$ cat config.mk
export PLATFORM = sky130hd
export DESIGN_NAME = gfx_dcr_top
export DESIGN_NICKNAME = d
export VERILOG_FILES = /design/src/gfx_dcr_pkg.sv /design/src/gfx_state_if.sv /design/src/dcr_write_decoder.sv /design/src/tex_dcr_bank.sv /design/src/raster_dcr_bank.sv /design/src/rop_dcr_bank.sv /design/src/dcr_state_commit.sv /design/src/gfx_dcr_top.sv
export SDC_FILE = /design/constraint.sdc
export NUM_CORES = 1
export LEC_CHECK = 0
export BUFFER_PORTS_ARGS = -buffer_cell sky130_fd_sc_hd__buf_2
export CORE_AREA = 2 2 228 230
export CTS_CLUSTER_SIZE = 25
export DETAILED_ROUTE_END_ITERATION = 8
export DIE_AREA = 0 0 230 232
export PLACE_DENSITY = 0.72
export SLEW_MARGIN = 20
export SYNTH_ARGS = -nofsm -noshare
export SYNTH_HDL_FRONTEND = slang
export SYNTH_HIERARCHICAL = 1
export SYNTH_SLANG_ARGS = --single-unit
$ cat constraint.sdc
create_clock -name clk -period 4.25 [get_ports clk]
set_input_delay 0.85 -clock clk [delete_from_list [all_inputs] [get_ports clk]]
set_output_delay 0.85 -clock clk [all_outputs]
set_load 0.05 [all_outputs]
$ cat src/gfx_dcr_pkg.sv
package gfx_dcr_pkg;

    typedef logic [11:0] dcr_addr_t;
    typedef logic [31:0] dcr_data_t;
    typedef logic [3:0]  dcr_offset_t;

    typedef logic [3:0]  log_dim_t;
    typedef logic [2:0]  tex_format_t;
    typedef logic [3:0]  tex_wrap_t;        // V mode in [3:2], U mode in [1:0].

    typedef logic [3:0]  rop_mask_t;        // One enable per colour channel.
    typedef logic [2:0]  blend_mode_t;

    localparam dcr_addr_t DCR_COMMIT       = 12'h001;

    // End addresses of the bank ranges are exclusive.
    localparam dcr_addr_t DCR_TEX_BEGIN    = 12'h010;
    localparam dcr_addr_t DCR_TEX_END      = 12'h016;
    localparam dcr_addr_t DCR_RASTER_BEGIN = 12'h020;
    localparam dcr_addr_t DCR_RASTER_END   = 12'h024;
    localparam dcr_addr_t DCR_ROP_BEGIN    = 12'h030;
    localparam dcr_addr_t DCR_ROP_END      = 12'h035;

    localparam dcr_offset_t TEX_STAGE          = 4'd0;
    localparam dcr_offset_t TEX_ADDR           = 4'd1;
    localparam dcr_offset_t TEX_LOGDIM         = 4'd2;  // Width in [3:0], height in [19:16].
    localparam dcr_offset_t TEX_FORMAT         = 4'd3;
    localparam dcr_offset_t TEX_FILTER         = 4'd4;
    localparam dcr_offset_t TEX_WRAP           = 4'd5;

    localparam dcr_offset_t RASTER_TBUF_ADDR   = 4'd0;
    localparam dcr_offset_t RASTER_TILE_COUNT  = 4'd1;
    localparam dcr_offset_t RASTER_PBUF_ADDR   = 4'd2;
    localparam dcr_offset_t RASTER_PBUF_STRIDE = 4'd3;

    localparam dcr_offset_t ROP_CBUF_ADDR      = 4'd0;
    localparam dcr_offset_t ROP_CBUF_PITCH     = 4'd1;
    localparam dcr_offset_t ROP_CBUF_WRITEMASK = 4'd2;
    localparam dcr_offset_t ROP_ZBUF_ADDR      = 4'd3;
    localparam dcr_offset_t ROP_BLEND_MODE     = 4'd4;

endpackage

$ cat src/gfx_state_if.sv
interface tex_state_if #(
    parameter int NUM_STAGES = 2
);
    import gfx_dcr_pkg::*;

    dcr_data_t   addr       [NUM_STAGES];
    log_dim_t    log_width  [NUM_STAGES];
    log_dim_t    log_height [NUM_STAGES];
    tex_format_t format     [NUM_STAGES];
    logic        filter     [NUM_STAGES];   // Bilinear when set.
    tex_wrap_t   wrap       [NUM_STAGES];

    modport bank (output addr, log_width, log_height, format, filter, wrap);
    modport commit (input addr, log_width, log_height, format, filter, wrap);

endinterface

interface raster_state_if;
    import gfx_dcr_pkg::*;

    dcr_data_t tbuf_addr;
    dcr_data_t tile_count;
    dcr_data_t pbuf_addr;
    dcr_data_t pbuf_stride;

    modport bank (output tbuf_addr, tile_count, pbuf_addr, pbuf_stride);
    modport commit (input tbuf_addr, tile_count, pbuf_addr, pbuf_stride);

endinterface

interface rop_state_if;
    import gfx_dcr_pkg::*;

    dcr_data_t   cbuf_addr;
    dcr_data_t   cbuf_pitch;
    rop_mask_t   cbuf_writemask;
    dcr_data_t   zbuf_addr;
    blend_mode_t blend_mode;

    modport bank (output cbuf_addr, cbuf_pitch, cbuf_writemask, zbuf_addr, blend_mode);
    modport commit (input cbuf_addr, cbuf_pitch, cbuf_writemask, zbuf_addr, blend_mode);

endinterface

$ cat src/dcr_write_decoder.sv
module dcr_write_decoder (
    input  logic                   clk,
    input  logic                   reset,
    input  logic                   dcr_wr_valid,
    input  gfx_dcr_pkg::dcr_addr_t dcr_wr_addr,
    output logic                   tex_wr,
    output logic                   raster_wr,
    output logic                   rop_wr,
    output logic                   commit_pulse,
    output gfx_dcr_pkg::dcr_offset_t bank_offset,
    output logic                   dcr_error,
    output gfx_dcr_pkg::dcr_addr_t dcr_error_addr
);
    import gfx_dcr_pkg::*;

    logic      is_tex;
    logic      is_raster;
    logic      is_rop;
    logic      is_commit;
    logic      bad_write;
    dcr_addr_t bank_base;

    assign is_tex    = (dcr_wr_addr >= DCR_TEX_BEGIN) && (dcr_wr_addr < DCR_TEX_END);
    assign is_raster = (dcr_wr_addr >= DCR_RASTER_BEGIN) && (dcr_wr_addr < DCR_RASTER_END);
    assign is_rop    = (dcr_wr_addr >= DCR_ROP_BEGIN) && (dcr_wr_addr < DCR_ROP_END);
    assign is_commit = (dcr_wr_addr == DCR_COMMIT);

    assign tex_wr       = dcr_wr_valid && is_tex;
    assign raster_wr    = dcr_wr_valid && is_raster;
    assign rop_wr       = dcr_wr_valid && is_rop;
    assign commit_pulse = dcr_wr_valid && is_commit;

    assign bad_write = dcr_wr_valid && !(is_tex || is_raster || is_rop || is_commit);

    always_comb begin
        bank_base = '0;
        if (is_tex) begin
            bank_base = DCR_TEX_BEGIN;
        end else if (is_raster) begin
            bank_base = DCR_RASTER_BEGIN;
        end else if (is_rop) begin
            bank_base = DCR_ROP_BEGIN;
        end
    end

    assign bank_offset = dcr_offset_t'(dcr_wr_addr - bank_base);   // Ranges are under 16 deep.

    always_ff @(posedge clk) begin
        if (reset) begin
            dcr_error      <= 1'b0;
            dcr_error_addr <= '0;
        end else if (bad_write) begin
            dcr_error <= 1'b1;                  // Sticky until reset.
            if (!dcr_error) begin
                dcr_error_addr <= dcr_wr_addr;  // First offender only.
            end
        end
    end

endmodule

$ cat src/tex_dcr_bank.sv
module tex_dcr_bank #(
    parameter int NUM_STAGES = 2
) (
    input  logic                     clk,
    input  logic                     reset,
    input  logic                     wr,
    input  gfx_dcr_pkg::dcr_offset_t offset,
    input  gfx_dcr_pkg::dcr_data_t   data,
    tex_state_if.bank                state
);
    import gfx_dcr_pkg::*;

    localparam int SEL_W = (NUM_STAGES > 1) ? $clog2(NUM_STAGES) : 1;

    logic [SEL_W-1:0] stage;

    always_ff @(posedge clk) begin
        if (reset) begin
            stage            <= '0;
            state.addr       <= '{default: '0};
            state.log_width  <= '{default: '0};
            state.log_height <= '{default: '0};
            state.format     <= '{default: '0};
            state.filter     <= '{default: 1'b0};
            state.wrap       <= '{default: '0};
        end else if (wr) begin
            if (offset == TEX_STAGE) begin
                stage <= (NUM_STAGES > 1) ? data[SEL_W-1:0] : '0;
            end
            // Out-of-range stage indices match no slot.
            for (int s = 0; s < NUM_STAGES; s++) begin
                if (int'(stage) == s) begin
                    case (offset)
                        TEX_ADDR: state.addr[s] <= data;
                        TEX_LOGDIM: begin
                            state.log_width[s]  <= data[3:0];
                            state.log_height[s] <= data[19:16];
                        end
                        TEX_FORMAT: state.format[s] <= data[2:0];
                        TEX_FILTER: state.filter[s] <= data[0];
                        TEX_WRAP:   state.wrap[s]   <= data[3:0];
                        default: ;
                    endcase
                end
            end
        end
    end

endmodule

$ cat src/raster_dcr_bank.sv
module raster_dcr_bank (
    input  logic                     clk,
    input  logic                     reset,
    input  logic                     wr,
    input  gfx_dcr_pkg::dcr_offset_t offset,
    input  gfx_dcr_pkg::dcr_data_t   data,
    raster_state_if.bank             state
);
    import gfx_dcr_pkg::*;

    always_ff @(posedge clk) begin
        if (reset) begin
            state.tbuf_addr   <= '0;
            state.tile_count  <= '0;
            state.pbuf_addr   <= '0;
            state.pbuf_stride <= '0;
        end else if (wr) begin
            case (offset)
                RASTER_TBUF_ADDR:   state.tbuf_addr   <= data;
                RASTER_TILE_COUNT:  state.tile_count  <= data;
                RASTER_PBUF_ADDR:   state.pbuf_addr   <= data;
                RASTER_PBUF_STRIDE: state.pbuf_stride <= data;  // Bytes per primitive.
                default: ;
            endcase
        end
    end

endmodule

$ cat src/rop_dcr_bank.sv
module rop_dcr_bank (
    input  logic                     clk,
    input  logic                     reset,
    input  logic                     wr,
    input  gfx_dcr_pkg::dcr_offset_t offset,
    input  gfx_dcr_pkg::dcr_data_t   data,
    rop_state_if.bank                state
);
    import gfx_dcr_pkg::*;

    always_ff @(posedge clk) begin
        if (reset) begin
            state.cbuf_addr      <= '0;
            state.cbuf_pitch     <= '0;
            state.cbuf_writemask <= '0;
            state.zbuf_addr      <= '0;
            state.blend_mode     <= '0;
        end else if (wr) begin
            case (offset)
                ROP_CBUF_ADDR:      state.cbuf_addr      <= data;
                ROP_CBUF_PITCH:     state.cbuf_pitch     <= data;
                ROP_CBUF_WRITEMASK: state.cbuf_writemask <= data[3:0];
                ROP_ZBUF_ADDR:      state.zbuf_addr      <= data;
                ROP_BLEND_MODE:     state.blend_mode     <= data[2:0];
                default: ;
            endcase
        end
    end

endmodule

$ cat src/dcr_state_commit.sv
module dcr_state_commit #(
    parameter int NUM_STAGES = 2
) (
    input  logic                     clk,
    input  logic                     reset,
    input  logic                     commit_pulse,
    tex_state_if.commit              tex,
    raster_state_if.commit           raster,
    rop_state_if.commit              rop,
    output gfx_dcr_pkg::dcr_data_t   tex_addr       [NUM_STAGES],
    output gfx_dcr_pkg::log_dim_t    tex_log_width  [NUM_STAGES],
    output gfx_dcr_pkg::log_dim_t    tex_log_height [NUM_STAGES],
    output gfx_dcr_pkg::tex_format_t tex_format     [NUM_STAGES],
    output logic                     tex_filter     [NUM_STAGES],
    output gfx_dcr_pkg::tex_wrap_t   tex_wrap       [NUM_STAGES],
    output gfx_dcr_pkg::dcr_data_t   raster_tbuf_addr,
    output gfx_dcr_pkg::dcr_data_t   raster_tile_count,
    output gfx_dcr_pkg::dcr_data_t   raster_pbuf_addr,
    output gfx_dcr_pkg::dcr_data_t   raster_pbuf_stride,
    output gfx_dcr_pkg::dcr_data_t   rop_cbuf_addr,
    output gfx_dcr_pkg::dcr_data_t   rop_cbuf_pitch,
    output gfx_dcr_pkg::rop_mask_t   rop_cbuf_writemask,
    output gfx_dcr_pkg::dcr_data_t   rop_zbuf_addr,
    output gfx_dcr_pkg::blend_mode_t rop_blend_mode,
    output logic                     state_updated
);

    // All units switch to the new configuration on the same edge.
    always_ff @(posedge clk) begin
        if (reset) begin
            tex_addr           <= '{default: '0};
            tex_log_width      <= '{default: '0};
            tex_log_height     <= '{default: '0};
            tex_format         <= '{default: '0};
            tex_filter         <= '{default: 1'b0};
            tex_wrap           <= '{default: '0};
            raster_tbuf_addr   <= '0;
            raster_tile_count  <= '0;
            raster_pbuf_addr   <= '0;
            raster_pbuf_stride <= '0;
            rop_cbuf_addr      <= '0;
            rop_cbuf_pitch     <= '0;
            rop_cbuf_writemask <= '0;
            rop_zbuf_addr      <= '0;
            rop_blend_mode     <= '0;
            state_updated      <= 1'b0;
        end else begin
            state_updated <= commit_pulse;      // High the cycle after each commit.
            if (commit_pulse) begin
                tex_addr           <= tex.addr;
                tex_log_width      <= tex.log_width;
                tex_log_height     <= tex.log_height;
                tex_format         <= tex.format;
                tex_filter         <= tex.filter;
                tex_wrap           <= tex.wrap;
                raster_tbuf_addr   <= raster.tbuf_addr;
                raster_tile_count  <= raster.tile_count;
                raster_pbuf_addr   <= raster.pbuf_addr;
                raster_pbuf_stride <= raster.pbuf_stride;
                rop_cbuf_addr      <= rop.cbuf_addr;
                rop_cbuf_pitch     <= rop.cbuf_pitch;
                rop_cbuf_writemask <= rop.cbuf_writemask;
                rop_zbuf_addr      <= rop.zbuf_addr;
                rop_blend_mode     <= rop.blend_mode;
            end
        end
    end

endmodule

$ cat src/gfx_dcr_top.sv
module gfx_dcr_top #(
    parameter int NUM_STAGES = 2
) (
    input  logic                     clk,
    input  logic                     reset,
    input  logic                     dcr_wr_valid,
    input  gfx_dcr_pkg::dcr_addr_t   dcr_wr_addr,
    input  gfx_dcr_pkg::dcr_data_t   dcr_wr_data,
    output gfx_dcr_pkg::dcr_data_t   tex_addr       [NUM_STAGES],
    output gfx_dcr_pkg::log_dim_t    tex_log_width  [NUM_STAGES],
    output gfx_dcr_pkg::log_dim_t    tex_log_height [NUM_STAGES],
    output gfx_dcr_pkg::tex_format_t tex_format     [NUM_STAGES],
    output logic                     tex_filter     [NUM_STAGES],
    output gfx_dcr_pkg::tex_wrap_t   tex_wrap       [NUM_STAGES],
    output gfx_dcr_pkg::dcr_data_t   raster_tbuf_addr,
    output gfx_dcr_pkg::dcr_data_t   raster_tile_count,
    output gfx_dcr_pkg::dcr_data_t   raster_pbuf_addr,
    output gfx_dcr_pkg::dcr_data_t   raster_pbuf_stride,
    output gfx_dcr_pkg::dcr_data_t   rop_cbuf_addr,
    output gfx_dcr_pkg::dcr_data_t   rop_cbuf_pitch,
    output gfx_dcr_pkg::rop_mask_t   rop_cbuf_writemask,
    output gfx_dcr_pkg::dcr_data_t   rop_zbuf_addr,
    output gfx_dcr_pkg::blend_mode_t rop_blend_mode,
    output logic                     state_updated,
    output logic                     dcr_error,
    output gfx_dcr_pkg::dcr_addr_t   dcr_error_addr
);
    import gfx_dcr_pkg::*;

    logic        tex_wr;
    logic        raster_wr;
    logic        rop_wr;
    logic        commit_pulse;
    dcr_offset_t bank_offset;

    tex_state_if #(.NUM_STAGES(NUM_STAGES)) tex_state ();
    raster_state_if raster_state ();
    rop_state_if    rop_state ();

    dcr_write_decoder u_decoder (
        .clk            (clk),
        .reset          (reset),
        .dcr_wr_valid   (dcr_wr_valid),
        .dcr_wr_addr    (dcr_wr_addr),
        .tex_wr         (tex_wr),
        .raster_wr      (raster_wr),
        .rop_wr         (rop_wr),
        .commit_pulse   (commit_pulse),
        .bank_offset    (bank_offset),
        .dcr_error      (dcr_error),
        .dcr_error_addr (dcr_error_addr)
    );

    tex_dcr_bank #(.NUM_STAGES(NUM_STAGES)) u_tex_bank (
        .clk    (clk),
        .reset  (reset),
        .wr     (tex_wr),
        .offset (bank_offset),
        .data   (dcr_wr_data),
        .state  (tex_state.bank)
    );

    raster_dcr_bank u_raster_bank (
        .clk    (clk),
        .reset  (reset),
        .wr     (raster_wr),
        .offset (bank_offset),
        .data   (dcr_wr_data),
        .state  (raster_state.bank)
    );

    rop_dcr_bank u_rop_bank (
        .clk    (clk),
        .reset  (reset),
        .wr     (rop_wr),
        .offset (bank_offset),
        .data   (dcr_wr_data),
        .state  (rop_state.bank)
    );

    dcr_state_commit #(.NUM_STAGES(NUM_STAGES)) u_commit (
        .clk                (clk),
        .reset              (reset),
        .commit_pulse       (commit_pulse),
        .tex                (tex_state.commit),
        .raster             (raster_state.commit),
        .rop                (rop_state.commit),
        .tex_addr           (tex_addr),
        .tex_log_width      (tex_log_width),
        .tex_log_height     (tex_log_height),
        .tex_format         (tex_format),
        .tex_filter         (tex_filter),
        .tex_wrap           (tex_wrap),
        .raster_tbuf_addr   (raster_tbuf_addr),
        .raster_tile_count  (raster_tile_count),
        .raster_pbuf_addr   (raster_pbuf_addr),
        .raster_pbuf_stride (raster_pbuf_stride),
        .rop_cbuf_addr      (rop_cbuf_addr),
        .rop_cbuf_pitch     (rop_cbuf_pitch),
        .rop_cbuf_writemask (rop_cbuf_writemask),
        .rop_zbuf_addr      (rop_zbuf_addr),
        .rop_blend_mode     (rop_blend_mode),
        .state_updated      (state_updated)
    );

endmodule

==> results.txt, run 1 <==
- Entering global routing, the biggest net connects 143 pins.
- The synthesized design spends more area on one cell type than any other, namely sky130_fd_sc_hd__dfxtp_1.
- Summing over every cut layer, the via total after detailed routing is 17100.
- Number of instances in the placed design: 3263
* Number of standard cells in the layout, taps in and fillers out: 3376
- The endpoint identified for the worst register-to-register timing path is u_tex_bank/state.addr[45]$_SDFFE_PP0P_.
* PnR worst setup slack: 1350 ps
* Total Wirelength: 64000 µm
* Antenna fix cells: 0
- Cell count after synthesis: 2328
- In this run the register-to-register setup slack is 2570 ps.
- Startpoint of the lowest-slack hold path: u_decoder/dcr_error_addr[5]$_SDFFE_PP0P_
* Ratio of cells with drive above 1 in the final layout: 20.0%
- In the routed layout, each cell is associated on average with a via count of 5.06.
- Total nets after synthesis: 2375
* Relative contribution of the clock network to total power: 47.5%
- Along the worst path, the maximum fanout reaches 24.
* Power density over the cells: 424 mW/mm²
- Final net count: 2701
- Net switching power figure: 2.67 mW
- The run finished with clean final reports.
* Worst Tran Pin Value: 807 ps
* R2r startpoint: u_tex_bank/stage$_SDFFE_PP0P_
* Worst setup EP type: flip-flop
- Number of clock sinks: 669
- Cell types with the highest counts after synthesis: 669 x sky130_fd_sc_hd__dfxtp_1, 667 x sky130_fd_sc_hd__mux2i_1, 446 x sky130_fd_sc_hd__nand2b_1
- Die outline height: 232 µm
- Clock tree from TritonCTS: built
* WHS Path Cells: 2
* Max Transition Viols Final: 0
- Relative max-transition margin: 46.0%
* Maximum operating frequency: 345 MHz
- DRT antenna net count: 0
- Post-detailed-route wirelength per cell: 18.9 µm
* Post-Synthesis Cell Area: 0.0258 mm²
- Sw Share: 21.0%
* Clk_lat worst skew: 600 ps
- Die Footprint: 0.0534 mm²
* Largest cells by area after synthesis: sky130_fd_sc_hd__dfxtp_1 52%, sky130_fd_sc_hd__mux2i_1 26%, sky130_fd_sc_hd__nand2b_1 11%
* Final HPWL from detailed placement: 43800 µm
- Fill cells in the final layout number 4312.
- The first global-routing pass estimated 97700 µm of wire.
* Total global routing track utilization: 23.4%
- The via count of the first global-routing pass is 17000.
* R2R cell count: 4
- Data arrives at the worst endpoint at 3400 ps.
* Count of yosys warnings during synthesis: 6
- Cell with the most instances after synthesis: sky130_fd_sc_hd__dfxtp_1
- Average footprint of a synthesized cell: 11.1 µm²
- FF+latch count, synth: 669
- After the first detailed-routing iteration, the DRC count stood at 1017.
* Final period util: 68.2%
- # setup viols final: 0
- STA classifies the critical path startpoint as an input pin.
- Post-Route Setup TNS: 0 ps
- Yosys cell types: 47
- Initial antenna violation count: 0
- Setup repair after global routing missed its margin: false
* Crit path kind: input pin to flip-flop
- Share of power burned in registers: 49.4%
- Chip Width: 230 µm
- Prior to clock tree synthesis, the placed netlist has a worst setup slack of 790 ps.
- The detailed router put a total of 29200 µm of wire on met1.
- GP Congestion: 0.820
- Worst-path clk slew: 60 ps
- From synthesis to final layout, the design area changed by 16.1%.
- Internal power component: 10.0 mW
- Maximum count of clock buffers along a single path: 3
- Leakage: 13.0 nW
- After detailed routing, the met2 layer carries 29500 µm of wire.
* Share of synthesized registers carrying an async set or reset: 0%
- Seq/Total Area, Yosys: 51.9%
- The initial utilization of the core area, before any placement, comes to 50.7%.
- Clk Tree Root Cell: sky130_fd_sc_hd__clkbuf_16
- Once layout is complete, the utilization of the core stands at 58.9%.
- In the synthesized netlist the dominant register cell turns out to be sky130_fd_sc_hd__dfxtp_1.
* Number of hold buffers added after CTS: 0
* Final global-route overflow total: 0
- CTS H-tree depth: 3
* Data required time at the worst endpoint: 4750 ps
- Top layer in use: met4
- Shortest period the worst path allows: 2900 ps
- Hold is met by 470 ps.
- Hold Violations, Final: 0
- Number of enable flip-flop cells after synthesis: 0
- The clock arrives with 15.1 ps of skew.
- For hold timing, the worst endpoint is u_decoder/dcr_error_addr[5]$_SDFFE_PP0P_.
* Share of total power in combinational logic: 3.1%
- 388 I/O pins were placed.
* Hold crit path type: flip-flop to flip-flop
- The tool flagged a number of max-cap violations equal to 0.
- Input/output buffers: 387
* Number of buffers created by CTS: 69
- VDD sags by at most 0.000376 V.
* Core area: 0.0509 mm²
* Resize count post-CTS: 0
* Router iterations before antenna repair: 5
* Row count: 83
* Setup bufs post-CTS: 0
- DRC violations left: 0
- In this run the worst setup path begins at dcr_wr_addr[10].
- Portion of synthesized cell area occupied by the leading cell type: 51.9%
- Length of routed met3 wiring: 3540 µm
-- registers in the layout, summed over array words and instances, names as in the netlist, 8 cells and up --
| signal | cells |
|---|---|
| u_rop_bank/state.zbuf_addr | 32 |
| u_rop_bank/state.cbuf_addr | 32 |
| u_raster_bank/state.tbuf_addr | 32 |
| u_rop_bank/state.cbuf_pitch | 32 |
| u_raster_bank/state.tile_count | 32 |
| u_tex_bank/state.addr | 64 |
| u_commit/raster_pbuf_addr | 32 |
| u_tex_bank/state.log_height | 8 |
| u_raster_bank/state.pbuf_stride | 32 |
| u_commit/raster_pbuf_stride | 32 |
| u_raster_bank/state.pbuf_addr | 32 |
| u_commit/tex_addr | 64 |
| u_decoder/dcr_error_addr | 12 |
| u_commit/rop_cbuf_pitch | 32 |
| u_commit/tex_log_width | 8 |
| u_commit/rop_cbuf_addr | 32 |
| u_commit/raster_tbuf_addr | 32 |
| u_commit/tex_wrap | 8 |
| u_commit/raster_tile_count | 32 |
| u_tex_bank/state.log_width | 8 |
| u_tex_bank/state.wrap | 8 |
| u_commit/rop_zbuf_addr | 32 |
| u_commit/tex_log_height | 8 |
-- routing by layer --
metal	global-route usage [%]	up-vias
met5	0	-
met4	7.98	0
met3	5.14	93
met2	38.0	377
met1	30.9	8247
li1	-	8359
-- power by group through the flow --
stage | logic (mW) | registers [mW] | clock network [mW]
after detailed placement | 0.391 | 6.42 | 0
after floorplan | 0.225 | 6.45 | 0
after CTS | 0.391 | 6.28 | 6.17
final | 0.389 | 6.28 | 6.04
after global placement | 0.386 | 6.42 | 0
after global routing | 0.414 | 6.28 | 6.43
-- critical path: stages --
cell and delay (ps):
sky130_fd_sc_hd__buf_2 110, sky130_fd_sc_hd__nor3_1 370, sky130_fd_sc_hd__nand3_1 190, sky130_fd_sc_hd__nor4b_1 590, sky130_fd_sc_hd__nor4b_4 420, sky130_fd_sc_hd__and2b_2 200, sky130_fd_sc_hd__buf_4 410, sky130_fd_sc_hd__mux2i_1 250
-- cell families after synthesis --
| kind of cell | count (synthesis) | synth area share, % |
|---|---|---|
| simple gates | 822 | 17.0 |
| flops | 669 | 51.9 |
| mux | 667 | 25.9 |
| buf+inv | 161 | 4.73 |
| compound gates | 9 | 0.417 |
-- area by class of cell --
cell class,count,area [µm²],area share [%]
Inverter,1,3.75,0.0125
Sequential cell,669,13400,44.7
Clock inverter,18,253,0.844
Multi-Input combinational cell,1498,11200,37.4
Clock buffer,95,2000,6.67
Timing Repair Buffer,415,2270,7.58
Tap cell,680,851,2.84
-- cell usage in the layout, fill, tap and decap left out, types with 9 or more instances in the layout --
cell type	count
sky130_fd_sc_hd__clkbuf_1	11
sky130_fd_sc_hd__dfxtp_1	669
sky130_fd_sc_hd__clkbuf_16	71
sky130_fd_sc_hd__buf_12	9
sky130_fd_sc_hd__nand2b_1	446
sky130_fd_sc_hd__nor2_1	331
sky130_fd_sc_hd__mux2i_1	667
sky130_fd_sc_hd__buf_4	19
sky130_fd_sc_hd__clkbuf_8	13
sky130_fd_sc_hd__buf_2	386
-- metrics by stage --
stage               instance area (µm²)  total power, mW
finish                            30000             12.7
global route                      30000             13.1
CTS                               30000             12.8
detailed placement                27700             6.81
global placement                  27700             6.81
floorplan                         25800             6.67
-- worst max-delay path by stage --
stage	cells after the start	endpoint
finish	8	u_raster_bank/state.tbuf_addr[9]$_SDFFE_PP0P_
global route	8	u_raster_bank/state.tbuf_addr[12]$_SDFFE_PP0P_
CTS	8	u_raster_bank/state.tbuf_addr[9]$_SDFFE_PP0P_
floorplan	8	u_raster_bank/state.tbuf_addr[10]$_SDFFE_PP0P_
detailed placement	8	u_raster_bank/state.tbuf_addr[11]$_SDFFE_PP0P_
global placement	8	u_raster_bank/state.tbuf_addr[10]$_SDFFE_PP0P_
Note: power is estimated with default switching activity, not from simulation.
==> inputs of run 2 (changes only) <==
Settings changed: PLACE_DENSITY 0.72 to 0.75.
Clock period 4.25 ns to 2.4 ns, I/O delays scaled along.
==> run 2 against run 1 <==
Non-clock buffer count is 58 higher; cell count up 1.8%; largest cell class unchanged; combinational power is 90% higher; sequential power grew 77%.
==> results.txt, run 2 (same netlist as run 1, synthesis figures left out) <==
- Status: completed (unchanged).
- Core area: 0.0509 mm² (unchanged)
* Arrival time of data at the critical path endpoint: 2710 ps (was 3400 ps)
- Clk Tree Root Cell: sky130_fd_sc_hd__clkbuf_16 (unchanged)
- Crit path launch type: input pin (unchanged)
- The total of cells resized after clock tree synthesis came to 0 (unchanged).
* Max Transition Viols Final: 0 (unchanged)
- Most common library cell in the layout ignoring fill and taps: sky130_fd_sc_hd__dfxtp_1 (unchanged)
* Maximum count of clock buffers along a single path: 3 (unchanged)
* Power density over the cells: 741 mW/mm² (was 424 mW/mm²)
- The number of nets in the finished design is 2758 (was 2701).
* Critical path fanouts, max: 24 (unchanged)
* Pin count of the biggest net entering global routing: 90 (was 143)
- The maximum vdd drop came to 0.000593 V (was 0.000376 V).
- Ratio of cells with drive above 1 in the final layout: 21.9% (was 20.0%)
- Die outline height: 232 µm (unchanged)
- Relative max-transition margin: 61.7% (was 46.0%)
* Detailed router's first-iteration violation count: 985 (was 1017)
- Number of instances in the placed design: 3321 (was 3263)
- The number of clock sinks came to 669 (unchanged).
- The placement-stage cell area was 0.0284 mm² (was 0.0277 mm²).
* Number of max-cap violations: 0 (unchanged)
- The detailed-route vias per instance came to 5.09 (was 5.06).
- The I/O pin count came to 388 (unchanged).
- The maximum level of the CTS H-tree was 3 (unchanged).
* Router iterations before antenna repair: 5 (unchanged)
- The classification of the worst setup path is input pin to flip-flop (unchanged).
- The global-route usage over all layers came to 24.0% (was 23.4%).
* Die Footprint: 0.0534 mm² (unchanged)
- Final HPWL from detailed placement: 46000 µm (was 43800 µm)
- The number of hold violations in the final report was 0 (unchanged).
- GP Congestion: 0.835 (was 0.820)
* Input/output buffers: 387 (unchanged)
* Antenna fix cells: 0 (unchanged)
* Setup repair after global routing missed its margin: false (unchanged)
- Row count: 83 (unchanged)
* Number of standard cells in the layout, taps in and fillers out: 3438 (was 3376)
- Worst Skew: 15.6 ps (was 15.1 ps)
* Vias in the first global route: 17400 (was 17000)
- The required time of the critical path is 2910 ps (was 4750 ps).
* Via count: 17500 (was 17100)
- Sequential cell area: 0.0134 mm² (unchanged)
* Worst Tran Pin Value: 574 ps (was 807 ps)
* Total Wirelength: 65800 µm (was 64000 µm)
- The post-CTS setup buffer count came to 0 (unchanged).
* DRC violations left: 0 (unchanged)
- Clk_lat worst skew: 590 ps (was 600 ps)
- The hold buffer count at cts was 0 (unchanged).
* Worst-path clk slew: 60 ps (about the same)
- Starting density of the core: 50.7% (unchanged)
- Subtracting the final worst setup slack from the clock period gives 2200 ps.
- In the finished design, the share of the clock period the worst path needs comes to 91.6%.
* Hold crit path type: input pin to flip-flop (was flip-flop to flip-flop)
- The kind of capture point of the worst setup path is a flip-flop (unchanged).
* Cell-by-cell listing of the critical path: buf_2, nor4_4, nand3_1, nor4b_1, buf_4, nor4b_4, and2b_2, buf_12, mux2i_1 (was buf_2, nor3_1, nand3_1, nor4b_1, nor4b_4, and2b_2, buf_4, mux2i_1)
- The post-route core utilization is 60.4% (was 58.9%).
- The area of combinational cells with multiple inputs was 0.0112 mm² (unchanged).
- The number of antenna violations at the first check in global routing came to 1 (was 0).
- The final antenna-violating net count came to 0 (unchanged).
- Chip Width: 230 µm (unchanged)
* # setup viols final: 0 (unchanged)
* Final Instance Area: 0.0308 mm² (was 0.0300 mm²)
- Post-detailed-route wirelength per cell: 19.1 µm (was 18.9 µm)
* Worst Hold Slack: 172 ps (was 470 ps)
- Highest-count cells in the layout ignoring fill and taps: 669 x sky130_fd_sc_hd__dfxtp_1, 667 x sky130_fd_sc_hd__mux2i_1, 446 x sky130_fd_sc_hd__nand2b_1, 386 x sky130_fd_sc_hd__buf_2, 331 x sky130_fd_sc_hd__nor2_1 (unchanged).
- Largest registers in the final layout: u_commit/tex_addr x64, u_tex_bank/state.addr x64 (unchanged)
- The wire length of the first global-routing pass was 99900 µm (was 97700 µm).
- The layout overhead on the synthesized area is 19.2% (was 16.1%).
* Number of fillers in the final layout: 4155 (was 4312)
- Slowest stage cell, crit path: sky130_fd_sc_hd__nor4b_1 (unchanged)
- The CTS buffer count is 68 (was 69).
- The leakage component of the power is 13.5 nW (was 13.0 nW).
- Timing would allow up to 455 MHz.
- The stage delay of the slowest cell on the critical path was 500 ps (was 590 ps).
- Final global-route overflow total: 0 (unchanged)
- Clock tree from TritonCTS: built (unchanged)
[run 2: layer usage]
layer | global-route usage [%] | part of all wire (%) | up-vias
met5 | 0 | 0.020 | -
met4 | 10.8 | 4.0 | 2
met3 | 5.14 | 5.5 | 134
met2 | 38.3 | 46 | 431
met1 | 31.3 | 45 | 8475
li1 | - | - | 8459
[run 2: stage by stage]
| step | TNS, ps | setup WS, ps | power [mW] |
|---|---|---|---|
| detailed placement | -36680 | -305 | 12.1 |
| global route | 0 | 143 | 23.5 |
| floorplan | 0 | 28.6 | 11.8 |
| finish | 0 | 202 | 22.8 |
| CTS | 0 | 319 | 23.0 |
| global placement | -25320 | -250 | 12.1 |
[run 2: final timing paths]
check                                                                  start                                       endpoint  slack [ps]  depth (start not counted)
worst max register to register                 u_tex_bank/stage$_SDFFE_PP0P_     u_tex_bank/state.log_width[4]$_SDFFE_PP0P_        1120                          4
worst min-delay path                                          dcr_wr_addr[6]       u_decoder/dcr_error_addr[6]$_SDFFE_PP0P_         170                          3
worst min register to register  u_rop_bank/state.cbuf_pitch[10]$_SDFFE_PP0P_   u_rop_bank/state.cbuf_pitch[10]$_SDFFE_PP0P_         480                          2
worst max-delay path                                          dcr_wr_addr[7]  u_raster_bank/state.tbuf_addr[9]$_SDFFE_PP0P_         200                          9
[run 2: power by group]
| part | internal, mW | total [mW] | leakage, nW | switching [mW] |
|---|---|---|---|---|
| clock network | 6.60 | 10.9 | 1.14 | 4.33 |
| logic | 0.257 | 0.739 | 6.95 | 0.482 |
| registers | 11.1 | 11.1 | 5.39 | 0.00800 |
[run 2: area by class of cell]
| cell class | instances | share of cell area, % |
|---|---|---|
| clock buffers | 92 | 6.38 |
| repair buffers | 473 | 9.77 |
| multi-input cells | 1498 | 36.4 |
| clock inverters | 25 | 1.14 |
| well taps | 680 | 2.77 |
| flip-flops and latches | 669 | 43.5 |
| inverters | 1 | 0.0122 |
[run 2: critical path, delay by kind of cell]
kind                   cells  cell delay [ps]
buffers and inverters      3              540
muxes                      1              220
and+or+nand+nor            5             1440
==> inputs of run 3 (changes only) <==
Settings changed: CELL_PAD_IN_SITES_DETAIL_PLACEMENT from default to 0, CELL_PAD_IN_SITES_GLOBAL_PLACEMENT from default to 2, CORE_AREA 2 2 228 230 to 2 2 283 285, DIE_AREA 0 0 230 232 to 0 0 285 287, PLACE_DENSITY 0.75 to default, PLACE_DENSITY_LB_ADDON from default to 0.1.
==> run 3 against run 2 <==
Cell count rose by 12%; setup slack improved by 85 ps; global-route usage fell by 5.9 points; combinational power rose by 4.6%; largest power group is now the clock network; register-to-register slack got worse by 20 ps; non-clock buffer count rose by 19; via count fell by 1.2%; sequential share of layout area fell by 1.1 points; core utilization fell by 20 points; flip-flop and latch count did not move.
==> results.txt, run 3 (same netlist as run 1, synthesis figures left out) <==
- Cell class contributing the biggest share of worst-path delay: simple AND/OR/NAND/NOR gates (unchanged)
- The TritonCTS clock tree was built (unchanged).
* DRC violations left: 0 (unchanged)
- The cell with the largest stage delay on the worst path was sky130_fd_sc_hd__nor4_4 (was sky130_fd_sc_hd__nor4b_1).
* Final period util: 88.0% (was 91.6%)
- Ratio of cells with drive above 1 in the final layout: 22.6% (was 21.9%)
- Input/output buffers: 387 (unchanged)
* Worst R2R End: u_tex_bank/state.addr[4]$_SDFFE_PP0P_ (was u_tex_bank/state.log_width[4]$_SDFFE_PP0P_)
- The final estimated routing congestion in global placement came to 0.740 (was 0.835).
* Setup repair after global routing missed its margin: false (unchanged)
- The number of nets in the finished design is 2786 (was 2758).
- Hold worst-path end: u_decoder/dcr_error_addr[11]$_SDFFE_PP0P_ (was u_decoder/dcr_error_addr[6]$_SDFFE_PP0P_)
- R2r setup slk: 1100 ps (was 1120 ps)
- The final antenna-violating net count came to 0 (unchanged).
- Number of clock sinks: 669 (unchanged)
- The kind of capture point of the worst setup path was a flip-flop (unchanged).
- The hold-critical path depth is 3 (unchanged).
- The CTS buffer count is 77 (was 68).
- Highest cell delay on the worst timing path: 360 ps (was 500 ps)
- Row count: 103 (was 83)
* Starting density of the core: 32.8% (was 50.7%)
- The via count of the first global-routing pass came to 17700 (was 17400).
- The total chip power came to 23.3 mW (was 22.8 mW).
- R2r startpoint: u_tex_bank/stage$_SDFFE_PP0P_ (unchanged)
- The number of antenna violations at the first check in global routing was 0 (was 1).
- Start point of the critical path: dcr_wr_addr[7] (unchanged)
- Cell-by-cell listing of the critical path: buf_2, nor4_4, nand3_1, nor4b_1, buf_4, nor4b_4, and2b_2, buf_12, mux2i_1 (unchanged)
- Die Footprint: 0.0818 mm² (was 0.0534 mm²)
* Worst Hold Slack: 155 ps (was 172 ps)
* Data required time at the worst endpoint: 2920 ps (was 2910 ps)
- The global-route usage over all layers came to 18.1% (was 24.0%).
- Hold crit path type: input pin to flip-flop (unchanged)
- The portion of total power attributed to the clock network was 49.0% (was 47.9%).
- The total of cells resized after clock tree synthesis came to 0 (unchanged).
- The number of detailed-routing iterations run before antenna repair came to 4 (was 5).
- Net switching power figure: 5.22 mW (was 4.82 mW)
- Startpoint of the lowest-slack hold path: dcr_wr_addr[11] (was dcr_wr_addr[6])
- The leakage component of the power was 13.7 nW (was 13.5 nW).
* Highest-count cells in the layout ignoring fill and taps: 669 x sky130_fd_sc_hd__dfxtp_1, 667 x sky130_fd_sc_hd__mux2i_1, 446 x sky130_fd_sc_hd__nand2b_1, 386 x sky130_fd_sc_hd__buf_2, 331 x sky130_fd_sc_hd__nor2_1 (unchanged)
* Critical path fanouts, max: 24 (unchanged)
- Setup bufs post-CTS: 0 (unchanged)
* Worst ir drop on vdd: 0.000410 V (was 0.000593 V)
- Clk Tree Root Cell: sky130_fd_sc_hd__clkbuf_16 (unchanged)
- The worst-margin pin slew came to 659 ps (was 574 ps).
- First-pass GRT wire length: 113000 µm (was 99900 µm)
- Chip Width: 285 µm (was 230 µm)
- Worst-path clk slew: 60 ps (about the same)
* Maximum operating frequency: 473 MHz (was 455 MHz)
- The layout overhead on the synthesized area was 22.3% (was 19.2%).
* Detail-routed via count per cell: 4.50 (was 5.09)
- Largest registers in the final layout: u_commit/tex_addr x64, u_tex_bank/state.addr x64 (unchanged)
- Max Transition Viols Final: 0 (unchanged)
- The total global routing overflow came to 0 (unchanged).
- Number of hold buffers added after CTS: 0 (unchanged)
- Shortest period the worst path allows: 2110 ps (was 2200 ps)
- Top Ports: 388 (unchanged)
- Crit path kind: input pin to flip-flop (unchanged)
- The combinational fraction of design power is 3.3% (was 3.2%).
* Core area: 0.0786 mm² (was 0.0509 mm²)
* Clk_lat worst skew: 610 ps (was 590 ps)
* Share of power burned in registers: 47.7% (was 48.8%)
* CTS H-tree depth: 3 (unchanged)
- Post-detailed-route wirelength per cell: 19.7 µm (was 19.1 µm)
* Combined buffer and inverter count along the critical path: 3 (unchanged)
* Total Wirelength: 75800 µm (was 65800 µm)
* # setup viols final: 0 (unchanged)
- Power density over the cells: 739 mW/mm² (was 741 mW/mm²)
- The cell internal power dissipation was 18.1 mW (was 18.0 mW).
* Hold Violations, Final: 0 (unchanged)
- R2R cell count: 4 (unchanged)
- Arrival time of data at the critical path endpoint: 2630 ps (was 2710 ps)
* Crit path launch type: input pin (unchanged)
* Number of max-cap violations: 0 (unchanged)
- The die extent in y was 287 µm (was 232 µm).
- Worst Skew: 14.9 ps (was 15.6 ps)
* Most common library cell in the layout ignoring fill and taps: sky130_fd_sc_hd__dfxtp_1 (unchanged)
- Via count: 17300 (was 17500)
* Detailed router's first-iteration violation count: 783 (was 985)
- The headroom to the max-slew limit was 56.0% (was 61.7%).
- Maximum count of clock buffers along a single path: 3 (unchanged)
- Status: completed (unchanged).
- The pin count of the biggest net entering global routing came to 95 (was 90).
- The net switching fraction of the power is 22.4% (was 21.1%).
- The half-perimeter wire length after detailed placement is 53800 µm (was 46000 µm).
run 3: cell types whose count changed in the layout (fill, tap and decap cells not counted):
cell and change:
sky130_fd_sc_hd__buf_4 +15, sky130_fd_sc_hd__clkbuf_16 +10, sky130_fd_sc_hd__clkbuf_1 +10, sky130_fd_sc_hd__clkinv_8 +2, sky130_fd_sc_hd__and2_1 -1, sky130_fd_sc_hd__diode_2 +3, sky130_fd_sc_hd__clkbuf_8 -3, sky130_fd_sc_hd__and2_2 +1
sky130_fd_sc_hd__clkinv_2 +5, sky130_fd_sc_hd__bufinv_16 -5, sky130_fd_sc_hd__clkinv_4 -2, sky130_fd_sc_hd__inv_6 -1, sky130_fd_sc_hd__buf_12 +4
run 3: per-layer routing:
layer	wire, µm	track usage (%)
met5	0	0
met4	1940	5.63
met3	4130	4.63
met2	35800	30.2
met1	33900	22.9
run 3: worst max path at each step:
stage | to | slack (ps) | depth (start not counted)
after global placement | u_raster_bank/state.tbuf_addr[12]$_SDFFE_PP0P_ | -280 | 9
final | u_raster_bank/state.tbuf_addr[8]$_SDFFE_PP0P_ | 290 | 9
after global routing | u_raster_bank/state.tbuf_addr[11]$_SDFFE_PP0P_ | 150 | 9
after CTS | u_raster_bank/state.tbuf_addr[8]$_SDFFE_PP0P_ | 310 | 9
after detailed placement | u_raster_bank/state.tbuf_addr[10]$_SDFFE_PP0P_ | -340 | 9
after floorplan | u_raster_bank/state.tbuf_addr[10]$_SDFFE_PP0P_ | 30 | 8
run 3: layout make-up:
type                       instances  area [µm²]
fill                            7774       47100
sequential                       669       13400
multi-input combinational       1498       11200
timing repair buffer             492        3200
clock buffer                     109        2210
tap                             1050        1310
clock inverter                    24         230
antenna                            3        7.51
inverter                           1        3.75
run 3: power groups by stage:
stage	clock network, mW	registers (mW)	logic, mW
6_report	11.4	11.1	0.773
3_3_place_gp	0	11.4	0.786
4_1_cts	11.9	11.1	0.792
2_1_floorplan	0	11.4	0.398
3_5_place_dp	0	11.4	0.790
5_1_grt	12.3	11.1	0.829
run 3: per-stage QoR:
step                cell area, µm²  instances  util [%]  setup slack, ps  setup TNS, ps
finish                       31500       3846      40.1              287              0
global route                 31500       3843      40.1              148              0
CTS                          31500       3843      40.1              310              0
detailed placement           29100       3710      37.0             -344         -33780
global placement             29100       3710      37.0             -279         -28960
floorplan                    25800       2328         -             28.6              0
run 3: worst min-delay path, cell delays in order:
cell and delay, ps:
sky130_fd_sc_hd__buf_2 110, sky130_fd_sc_hd__nand2b_1 60, sky130_fd_sc_hd__mux2i_1 60
